==> src/source/exec_macros.svh <==
// Width and size macros for the integer execute subsystem
// Data width, register count and register index width
`ifndef EXEC_MACROS_SVH
`define EXEC_MACROS_SVH

////////////////////////////////////////////////////////////////////////////
// Datapath sizing
////////////////////////////////////////////////////////////////////////////

// Operand and result width
`define EXEC_DATA_W 32

// Number of architectural registers, register 0 reads as zero
`define EXEC_NREGS 16

// Register index width, enough for EXEC_NREGS
`define EXEC_REG_W 4

`endif
==> src/source/exec_pkg.sv <==
// Shared types of the integer execute subsystem
// ALU opcode enum, operand source enum
// Instruction, EX control and result structs
`include "exec_macros.svh"

package exec_pkg;

	// ALU opcodes, one per cycle, all single cycle
	typedef enum logic [2:0] {
		op_add = 3'd0,
		op_sub = 3'd1,
		op_and = 3'd2,
		op_or  = 3'd3,
		op_xor = 3'd4,
		op_sll = 3'd5,
		op_srl = 3'd6,
		op_slt = 3'd7
	} alu_op_e;

	// Operand source, same encoding as the classic forwarding mux
	typedef enum logic [1:0] {
		sel_reg_file = 2'd0,
		sel_imm      = 2'd1,
		sel_ex_forw  = 2'd2,
		sel_wb_forw  = 2'd3
	} opnd_sel_e;

	// Issued instruction
	typedef struct packed {
		alu_op_e                 op;
		logic [`EXEC_REG_W-1:0]  rd;
		logic [`EXEC_REG_W-1:0]  rs_a;
		logic [`EXEC_REG_W-1:0]  rs_b;
		logic                    use_imm;
		logic [`EXEC_DATA_W-1:0] imm;
	} instr_t;

	// Control handed from decode to EX
	typedef struct packed {
		alu_op_e                op;
		logic [`EXEC_REG_W-1:0] rd;
		logic                   valid;
	} ex_ctrl_t;

	// Destination and value, for forwarding, write back and output
	typedef struct packed {
		logic [`EXEC_REG_W-1:0]  rd;
		logic [`EXEC_DATA_W-1:0] data;
	} wb_result_t;

endpackage

==> src/source/exec_top.sv <==
// Top level of the integer execute subsystem
// Decode, register file, operand mux, EX and WB stages
`timescale 1ns/1ps
`include "exec_macros.svh"

module exec_top (
	input  logic                 clk,
	input  logic                 reset,
	input  logic                 issue_valid,
	input  exec_pkg::instr_t     issue_instr,
	input  logic                 id_stall,
	input  logic                 ex_stall,
	output logic                 result_valid,
	output exec_pkg::wb_result_t result
);

	import exec_pkg::*;

	// Decode to register file and operand mux
	logic [`EXEC_REG_W-1:0]  rd_addr_a;
	logic [`EXEC_REG_W-1:0]  rd_addr_b;
	opnd_sel_e               sel_a;
	opnd_sel_e               sel_b;
	logic [`EXEC_DATA_W-1:0] simm;
	ex_ctrl_t                id_ctrl;
	logic [`EXEC_DATA_W-1:0] rf_data_a;
	logic [`EXEC_DATA_W-1:0] rf_data_b;
	logic [`EXEC_DATA_W-1:0] operand_a;
	logic [`EXEC_DATA_W-1:0] operand_b;

	// Forward paths
	wb_result_t ex_forw;
	logic       ex_forw_valid;
	wb_result_t wb_forw;
	logic       wb_forw_valid;

	issue_decode u_decode (
		.clk(clk), .reset(reset),
		.issue_valid(issue_valid), .issue_instr(issue_instr),
		.id_stall(id_stall), .ex_stall(ex_stall),
		.ex_forw(ex_forw), .ex_forw_valid(ex_forw_valid),
		.wb_forw(wb_forw), .wb_forw_valid(wb_forw_valid),
		.rd_addr_a(rd_addr_a), .rd_addr_b(rd_addr_b),
		.sel_a(sel_a), .sel_b(sel_b), .simm(simm), .id_ctrl(id_ctrl)
	);

	// WB result is the write port
	reg_file u_rf (
		.clk(clk), .reset(reset),
		.rd_addr_a(rd_addr_a), .rd_addr_b(rd_addr_b),
		.wr(wb_forw), .wr_en(wb_forw_valid),
		.rf_data_a(rf_data_a), .rf_data_b(rf_data_b)
	);

	operand_mux u_opmux (
		.clk(clk), .reset(reset), .id_stall(id_stall), .ex_stall(ex_stall),
		.rf_data_a(rf_data_a), .rf_data_b(rf_data_b),
		.ex_forw(ex_forw), .wb_forw(wb_forw), .simm(simm),
		.sel_a(sel_a), .sel_b(sel_b),
		.operand_a(operand_a), .operand_b(operand_b)
	);

	exec_alu u_alu (
		.clk(clk), .reset(reset), .ex_stall(ex_stall), .id_ctrl(id_ctrl),
		.operand_a(operand_a), .operand_b(operand_b),
		.ex_forw(ex_forw), .ex_forw_valid(ex_forw_valid)
	);

	write_back u_wb (
		.clk(clk), .reset(reset), .ex_stall(ex_stall),
		.ex_forw(ex_forw), .ex_forw_valid(ex_forw_valid),
		.wb_forw(wb_forw), .wb_forw_valid(wb_forw_valid),
		.result(result), .result_valid(result_valid)
	);

endmodule

==> src/source/write_back.sv <==
// WB stage
// Result register, register file write port and result pulse
`timescale 1ns/1ps
`include "exec_macros.svh"

module write_back (
	input  logic                 clk,
	input  logic                 reset,
	input  logic                 ex_stall,
	input  exec_pkg::wb_result_t ex_forw,
	input  logic                 ex_forw_valid,
	output exec_pkg::wb_result_t wb_forw,
	output logic                 wb_forw_valid,
	output exec_pkg::wb_result_t result,
	output logic                 result_valid
);

	import exec_pkg::*;

	wb_result_t wb_q;
	logic       wb_valid;

	// Payload follows EX every cycle
	always_ff @(posedge clk) begin
		wb_q <= ex_forw;
	end

	// A frozen EX instruction has not finished yet
	always_ff @(posedge clk) begin
		if (reset)
			wb_valid <= 1'b0;
		else
			wb_valid <= ex_forw_valid && !ex_stall;
	end

	// Same value feeds forwarding, the write port and the output
	assign wb_forw       = wb_q;
	assign wb_forw_valid = wb_valid;
	assign result        = wb_q;
	assign result_valid  = wb_valid;

	// Frozen EX keeps its result and valid until the stall ends
	a_ex_frozen: assert property (
		@(posedge clk) disable iff (reset)
			ex_stall |=> $stable(ex_forw) && $stable(ex_forw_valid)
	);

endmodule

==> src/source/exec_alu.sv <==
// EX stage
// Control register frozen by the EX stall
// Single cycle ALU driving the EX forward path
`timescale 1ns/1ps
`include "exec_macros.svh"

module exec_alu (
	input  logic                    clk,
	input  logic                    reset,
	input  logic                    ex_stall,
	input  exec_pkg::ex_ctrl_t      id_ctrl,
	input  logic [`EXEC_DATA_W-1:0] operand_a,
	input  logic [`EXEC_DATA_W-1:0] operand_b,
	output exec_pkg::wb_result_t    ex_forw,
	output logic                    ex_forw_valid
);

	import exec_pkg::*;

	ex_ctrl_t                ex_ctrl;
	logic [`EXEC_DATA_W-1:0] alu_res;
	logic                    lt;

	// Control moves with the operand registers
	always_ff @(posedge clk) begin
		if (reset)
			ex_ctrl <= '0;
		else if (!ex_stall)
			ex_ctrl <= id_ctrl;
	end

	////////////////////////////////////////////////////////////////////////////
	// ALU
	////////////////////////////////////////////////////////////////////////////

	// Signed compare for slt
	assign lt = $signed(operand_a) < $signed(operand_b);

	always_comb begin
		case (ex_ctrl.op)
			op_add:  alu_res = operand_a + operand_b;
			op_sub:  alu_res = operand_a - operand_b;
			op_and:  alu_res = operand_a & operand_b;
			op_or:   alu_res = operand_a | operand_b;
			op_xor:  alu_res = operand_a ^ operand_b;
			// Shift amount from the low 5 bits
			op_sll:  alu_res = operand_a << operand_b[4:0];
			op_srl:  alu_res = operand_a >> operand_b[4:0];
			op_slt:  alu_res = {{(`EXEC_DATA_W-1){1'b0}}, lt};
			default: alu_res = '0;
		endcase
	end

	// Result goes back to decode for forwarding and on to WB
	assign ex_forw.rd    = ex_ctrl.rd;
	assign ex_forw.data  = alu_res;
	assign ex_forw_valid = ex_ctrl.valid;

endmodule

==> src/source/operand_mux.sv <==
// Operand multiplexers and operand registers
// Source select between register file, immediate, EX and WB forwards
// Freeze handling with saved flags while decode is held
`timescale 1ns/1ps
`include "exec_macros.svh"

module operand_mux (
	input  logic                    clk,
	input  logic                    reset,
	input  logic                    id_stall,
	input  logic                    ex_stall,
	input  logic [`EXEC_DATA_W-1:0] rf_data_a,
	input  logic [`EXEC_DATA_W-1:0] rf_data_b,
	input  exec_pkg::wb_result_t    ex_forw,
	input  exec_pkg::wb_result_t    wb_forw,
	input  logic [`EXEC_DATA_W-1:0] simm,
	input  exec_pkg::opnd_sel_e     sel_a,
	input  exec_pkg::opnd_sel_e     sel_b,
	output logic [`EXEC_DATA_W-1:0] operand_a,
	output logic [`EXEC_DATA_W-1:0] operand_b
);

	import exec_pkg::*;

	// Index 0 is operand A, index 1 is operand B
	logic [`EXEC_DATA_W-1:0] muxed [2];
	logic [`EXEC_DATA_W-1:0] opnd_q [2];
	logic [1:0]              saved;
	logic [1:0]              load;

	// One source mux, decode never asks for the immediate on A
	function automatic logic [`EXEC_DATA_W-1:0] pick(
		input opnd_sel_e               sel,
		input logic [`EXEC_DATA_W-1:0] rf_data
	);
		case (sel)
			sel_imm:     pick = simm;
			sel_ex_forw: pick = ex_forw.data;
			sel_wb_forw: pick = wb_forw.data;
			default:     pick = rf_data;
		endcase
	endfunction

	always_comb begin
		muxed[0] = pick(sel_a, rf_data_a);
		muxed[1] = pick(sel_b, rf_data_b);
	end

	// Load whenever EX moves, unless a held operand is already saved
	assign load[0] = !ex_stall && !saved[0];
	assign load[1] = !ex_stall && !saved[1];

	////////////////////////////////////////////////////////////////////////////
	// Operand registers
	////////////////////////////////////////////////////////////////////////////

	always_ff @(posedge clk) begin
		if (reset) begin
			for (int i = 0; i < 2; i++) begin
				opnd_q[i] <= '0;
			end
			saved <= '0;
		end else begin
			for (int i = 0; i < 2; i++) begin
				if (load[i]) begin
					opnd_q[i] <= muxed[i];
					// Capture once while decode is held
					saved[i] <= id_stall;
				end else if (!ex_stall && !id_stall) begin
					// Held instruction issues with the saved value
					saved[i] <= 1'b0;
				end
			end
		end
	end

	assign operand_a = opnd_q[0];
	assign operand_b = opnd_q[1];

	// Immediate only ever feeds operand B
	a_a_no_imm: assert property (
		@(posedge clk) disable iff (reset) sel_a != sel_imm
	);

endmodule

==> src/source/reg_file.sv <==
// Register file of the execute subsystem
// Two asynchronous read ports, one synchronous write port
// Register 0 reads as zero
`timescale 1ns/1ps
`include "exec_macros.svh"

module reg_file (
	input  logic                    clk,
	input  logic                    reset,
	input  logic [`EXEC_REG_W-1:0]  rd_addr_a,
	input  logic [`EXEC_REG_W-1:0]  rd_addr_b,
	input  exec_pkg::wb_result_t    wr,
	input  logic                    wr_en,
	output logic [`EXEC_DATA_W-1:0] rf_data_a,
	output logic [`EXEC_DATA_W-1:0] rf_data_b
);

	import exec_pkg::*;

	// Register array
	logic [`EXEC_DATA_W-1:0] regs [`EXEC_NREGS];

	// Write port, writes to register 0 are dropped
	always_ff @(posedge clk) begin
		if (reset) begin
			for (int i = 0; i < `EXEC_NREGS; i++) begin
				regs[i] <= '0;
			end
		end else if (wr_en && wr.rd != '0) begin
			regs[wr.rd] <= wr.data;
		end
	end

	// Reads see the old value during a write
	// WB forwarding covers the same cycle
	always_comb begin
		if (rd_addr_a == '0)
			rf_data_a = '0;
		else
			rf_data_a = regs[rd_addr_a];

		if (rd_addr_b == '0)
			rf_data_b = '0;
		else
			rf_data_b = regs[rd_addr_b];
	end

endmodule

==> src/source/issue_decode.sv <==
// Issue decode stage
// Register file read addresses, operand source selection with forwarding
// EX control struct qualified by the decode stall
`timescale 1ns/1ps
`include "exec_macros.svh"

module issue_decode (
	input  logic                    clk,
	input  logic                    reset,
	input  logic                    issue_valid,
	input  exec_pkg::instr_t        issue_instr,
	input  logic                    id_stall,
	// Only used by the stall ordering check
	input  logic                    ex_stall,
	input  exec_pkg::wb_result_t    ex_forw,
	input  logic                    ex_forw_valid,
	input  exec_pkg::wb_result_t    wb_forw,
	input  logic                    wb_forw_valid,
	output logic [`EXEC_REG_W-1:0]  rd_addr_a,
	output logic [`EXEC_REG_W-1:0]  rd_addr_b,
	output exec_pkg::opnd_sel_e     sel_a,
	output exec_pkg::opnd_sel_e     sel_b,
	output logic [`EXEC_DATA_W-1:0] simm,
	output exec_pkg::ex_ctrl_t      id_ctrl
);

	import exec_pkg::*;

	// Forwarding priority for one source register
	// EX result is newer than WB result, register 0 never forwards
	function automatic opnd_sel_e fwd_sel(input logic [`EXEC_REG_W-1:0] src);
		if (src == '0)
			fwd_sel = sel_reg_file;
		else if (ex_forw_valid && ex_forw.rd == src)
			fwd_sel = sel_ex_forw;
		else if (wb_forw_valid && wb_forw.rd == src)
			fwd_sel = sel_wb_forw;
		else
			fwd_sel = sel_reg_file;
	endfunction

	// Register file read ports follow the sources directly
	assign rd_addr_a = issue_instr.rs_a;
	assign rd_addr_b = issue_instr.rs_b;
	assign simm      = issue_instr.imm;

	always_comb begin
		sel_a = fwd_sel(issue_instr.rs_a);
		// Immediate wins over any forward on operand B
		if (issue_instr.use_imm)
			sel_b = sel_imm;
		else
			sel_b = fwd_sel(issue_instr.rs_b);
	end

	// Control for EX, a held instruction is not issued
	always_comb begin
		id_ctrl.op    = issue_instr.op;
		id_ctrl.rd    = issue_instr.rd;
		id_ctrl.valid = issue_valid && !id_stall;
	end

	////////////////////////////////////////////////////////////////////////////
	// Checks
	////////////////////////////////////////////////////////////////////////////

	// An EX freeze must always freeze decode too
	a_stall_order: assert property (
		@(posedge clk) disable iff (reset) ex_stall |-> id_stall
	);

endmodule

==> config.mk <==
export PLATFORM = sky130hd
export DESIGN_NAME = exec_top
export DESIGN_NICKNAME = d
export VERILOG_FILES = /design/src/source/exec_pkg.sv /design/src/source/exec_top.sv /design/src/source/write_back.sv /design/src/source/exec_alu.sv /design/src/source/operand_mux.sv /design/src/source/reg_file.sv /design/src/source/issue_decode.sv
export VERILOG_INCLUDE_DIRS = /design/src /design/src/source
export SDC_FILE = /design/constraint.sdc
export NUM_CORES = 2
export LEC_CHECK = 0
export BUFFER_PORTS_ARGS = -buffer_cell sky130_fd_sc_hd__buf_2
export CORE_UTILIZATION = 50
export DETAILED_ROUTE_END_ITERATION = 7
export GPL_ROUTABILITY_DRIVEN = 1
export MAX_ROUTING_LAYER = met4
export PLACE_DENSITY = 0.66
export SLEW_MARGIN = 10
export SYNTH_ARGS = -nofsm -noshare
export SYNTH_HDL_FRONTEND = slang
export SYNTH_SLANG_ARGS = --single-unit
==> constraint.sdc <==
create_clock -name clk -period 4.4 [get_ports clk]
set_clock_uncertainty 0.1 [all_clocks]
set_input_delay 0.22 -clock clk [delete_from_list [all_inputs] [get_ports clk]]
set_output_delay 0.22 -clock clk [all_outputs]
set_load 0.05 [all_outputs]
==> reports/results.ini <==
[floorplan]
die_x_um=285
dieArea_um2=81400
rows=103
io-pin-count=90
coreArea_um2=79300
die_h_um=285
start_util=0.506

[clocking]
clkTransAtPathRegs_ns=0.05
post-cts-setup-buffer-count=0
htree_levels=3
clk_path_buf_depth=3
clock_latency_ns=0.65
tritoncts=done
cts_inserted_buffers=72
cts_sinks=623
root_buffer=clkbuf_16

[timing]
rsz0062_at_grt=no
setup_ws_ns=0.164
hold_viol=0
final_max_slew_viol_count=0
fin_setup_tns_ns=0
worst_pin_slew_ns=1.09
setup_viol=0
fin_crit_ns=4.24
max_slew_margin=0.271
fin_crit_sh=0.963
fmax_mhz=236

[finish]
postLayoutCoreUtil=0.575
mostFrequentLayoutCell=edfxtp_1
layout-drive-gt1-share=0.229
fillers=6572
final_cell_mix=edfxtp_1, and2_1, mux4_2, a21oi_1, nor2_1
nets=3635
synthToLayoutAreaGrowth_pct=13.5
post-route-cell-area_um2=45600
final_cells=4599

[detailed_routing]
drt_pass1_iterations=8
drc=0
finalWirelength_um=156000
wl_per_cell_um=33.9
vias_per_cell=6.80
vias=31300
antenna_left=0
drt_iter0_drc=4131

[setup_path]
start_kind=flop
crit_arrival_ns=4.52
crit_start=u_opmux.opnd_q[0][32]
timing.rr.start=u_opmux.opnd_q[0][32]
crit_path_end_kind=flop
worstPathRequired_ns=4.68
critical_path_class=flop to flop
worstPathMaxFanout=58

[placement]
place_congestion=1.04
placed_area_um2=42600
dp.cells=4415
dp_slack_ns=0.144
portBuffers=89
dp_hpwl_um=106000

[logic_synthesis]
ys_ff_latch=623
synth_adder_area_share=0.0312
yosysTopAreaCell=edfxtp_1
synthFlopType=edfxtp_1
synth_seq_area_share=0.454
synth_top_area_frac=0.431
async_flop_share=0
synth_xor_area_frac=0.00458
synth_area_leaders=edfxtp_1, mux4_2, and2_1
synth_area_um2=40100
synth-compound-area-share=0.114
synth-edff-count=576
synth_top_family_by_area=multiplexers
syn_avg_cell_area_um2=12.0
netlist_instances=3339
synth-simple-area-share=0.139
synth.distinct_cells=88
ys_warn_count=0
synthMuxAreaShare=0.215

[global_route]
grt_use_total=0.393
grt-ovfl-total=0
grt_max_degree=69
grt_pass1_wl_um=222000
grt_pass1_vias=30900
antenna_found_initial=7

[power_and_ir_drop]
ir_drop_uv=329
p_per_area_nw_per_um2=389
leakagePower_uw=0.0171

[min_path]
min_path_type=primary input to flop
min-delay-start=ex_stall

[job]
cap_violations=0

[run_status]
status=completed

## flip-flops by register name, indices dropped and copies added (netlist names)
| register | cells |
|---|---|
| u_rf.regs | 512 |
| u_alu.ex_ctrl | 3 |
| u_alu.ex_forw_valid | 1 |
| u_alu.ex_forw | 4 |
| u_opmux.opnd_q | 64 |
| u_wb.result | 36 |
| u_opmux.saved | 2 |
| u_wb.result_valid | 1 |
## per-layer routing
layer | GRT usage | vias to the layer above | wire length [um]
li1 | - | 13000 | -
met1 | 0.487 | 15800 | 57600
met2 | 0.626 | 1980 | 75200
met3 | 0.0718 | 412 | 14800
met4 | 0.182 | 0 | 8340
met5 | - | - | 0
## critical path, stage by stage (launching register included)
cell       delay [ns]
edfxtp_1         0.56
buf_12           0.35
inv_1            0.17
ha_1             0.36
o21ai_0          0.29
a21oi_1          0.23
mux2_2           0.36
a221oi_1         0.68
buf_4            0.24
and2_1           0.12
o21ai_1          0.06
o22a_1           0.30
o2bb2ai_1        0.17
## worst paths after layout
path | to | slack, ns | cells past startpoint
setup / recovery | u_opmux.opnd_q[0][62] | 0.16 | 12
hold / removal | u_alu.ex_forw[34] | 0.03 | 3
setup reg to reg | u_opmux.opnd_q[0][62] | 0.16 | 12
hold reg to reg | u_wb.result[34] | 0.33 | 0
## Yosys cell counts (30+ instances only)
master	count
a221oi_1	49
nand3_1	39
inv_1	116
ha_1	97
mux2_2	32
buf_1	31
nor2_1	211
nand2_1	150
mux4_2	304
clkbuf_1	207
mux2i_1	140
o21ai_0	87
dfxtp_1	47
edfxtp_1	576
nor3_1	45
and2_1	491
buf_2	41
a21oi_1	203
a222oi_1	30
a22oi_1	34
## through the flow
| step | hold WS, ns | total power [uW] |
|---|---|---|
| global route | 0.0360 | 18200 |
| detailed placement | 0.311 | 11300 |
| floorplan | 0.264 | 9690 |
| CTS | 0.0116 | 17600 |
| global placement | 0.303 | 11300 |
| finish | 0.0341 | 17700 |
## logic make-up (layout without fill, tap and decap cells)
family,count (synthesis),after routing
adders and majority gates,99,99
and+or+nand+nor,1046,1046
DFF,623,623
muxes,476,476
AOI/OAI and AO/OA,659,659
other,1,38
buffers and inverters,414,587
xor gates and xnor gates,21,21
## area by class of cell
type / instances / area [um2] / share of cell area
Sequential cell: 623 / 18200 / 0.400
Clock inverter: 53 / 632 / 0.0139
Inverter: 120 / 450 / 0.00989
Timing Repair Buffer: 333 / 2570 / 0.0564
Clock buffer: 81 / 1850 / 0.0405
Antenna cell: 6 / 15.0 / 0.000330
Multi-Input combinational cell: 2333 / 20500 / 0.450
Tap cell: 1050 / 1310 / 0.0288
## timing repair
item	in CTS	in global routing
resized for setup	0	1
hold buffers	44	0
endpoints found under the hold margin	34	0
setup endpoints to repair	0	1
## power by group
part	switching [uW]	internal [uW]	total, uW
sequential	613	6790	7400
clock	2710	3620	6320
combinational	2560	1420	3990
total	5880	11800	17700
Note: power is estimated with default switching activity, not from simulation.
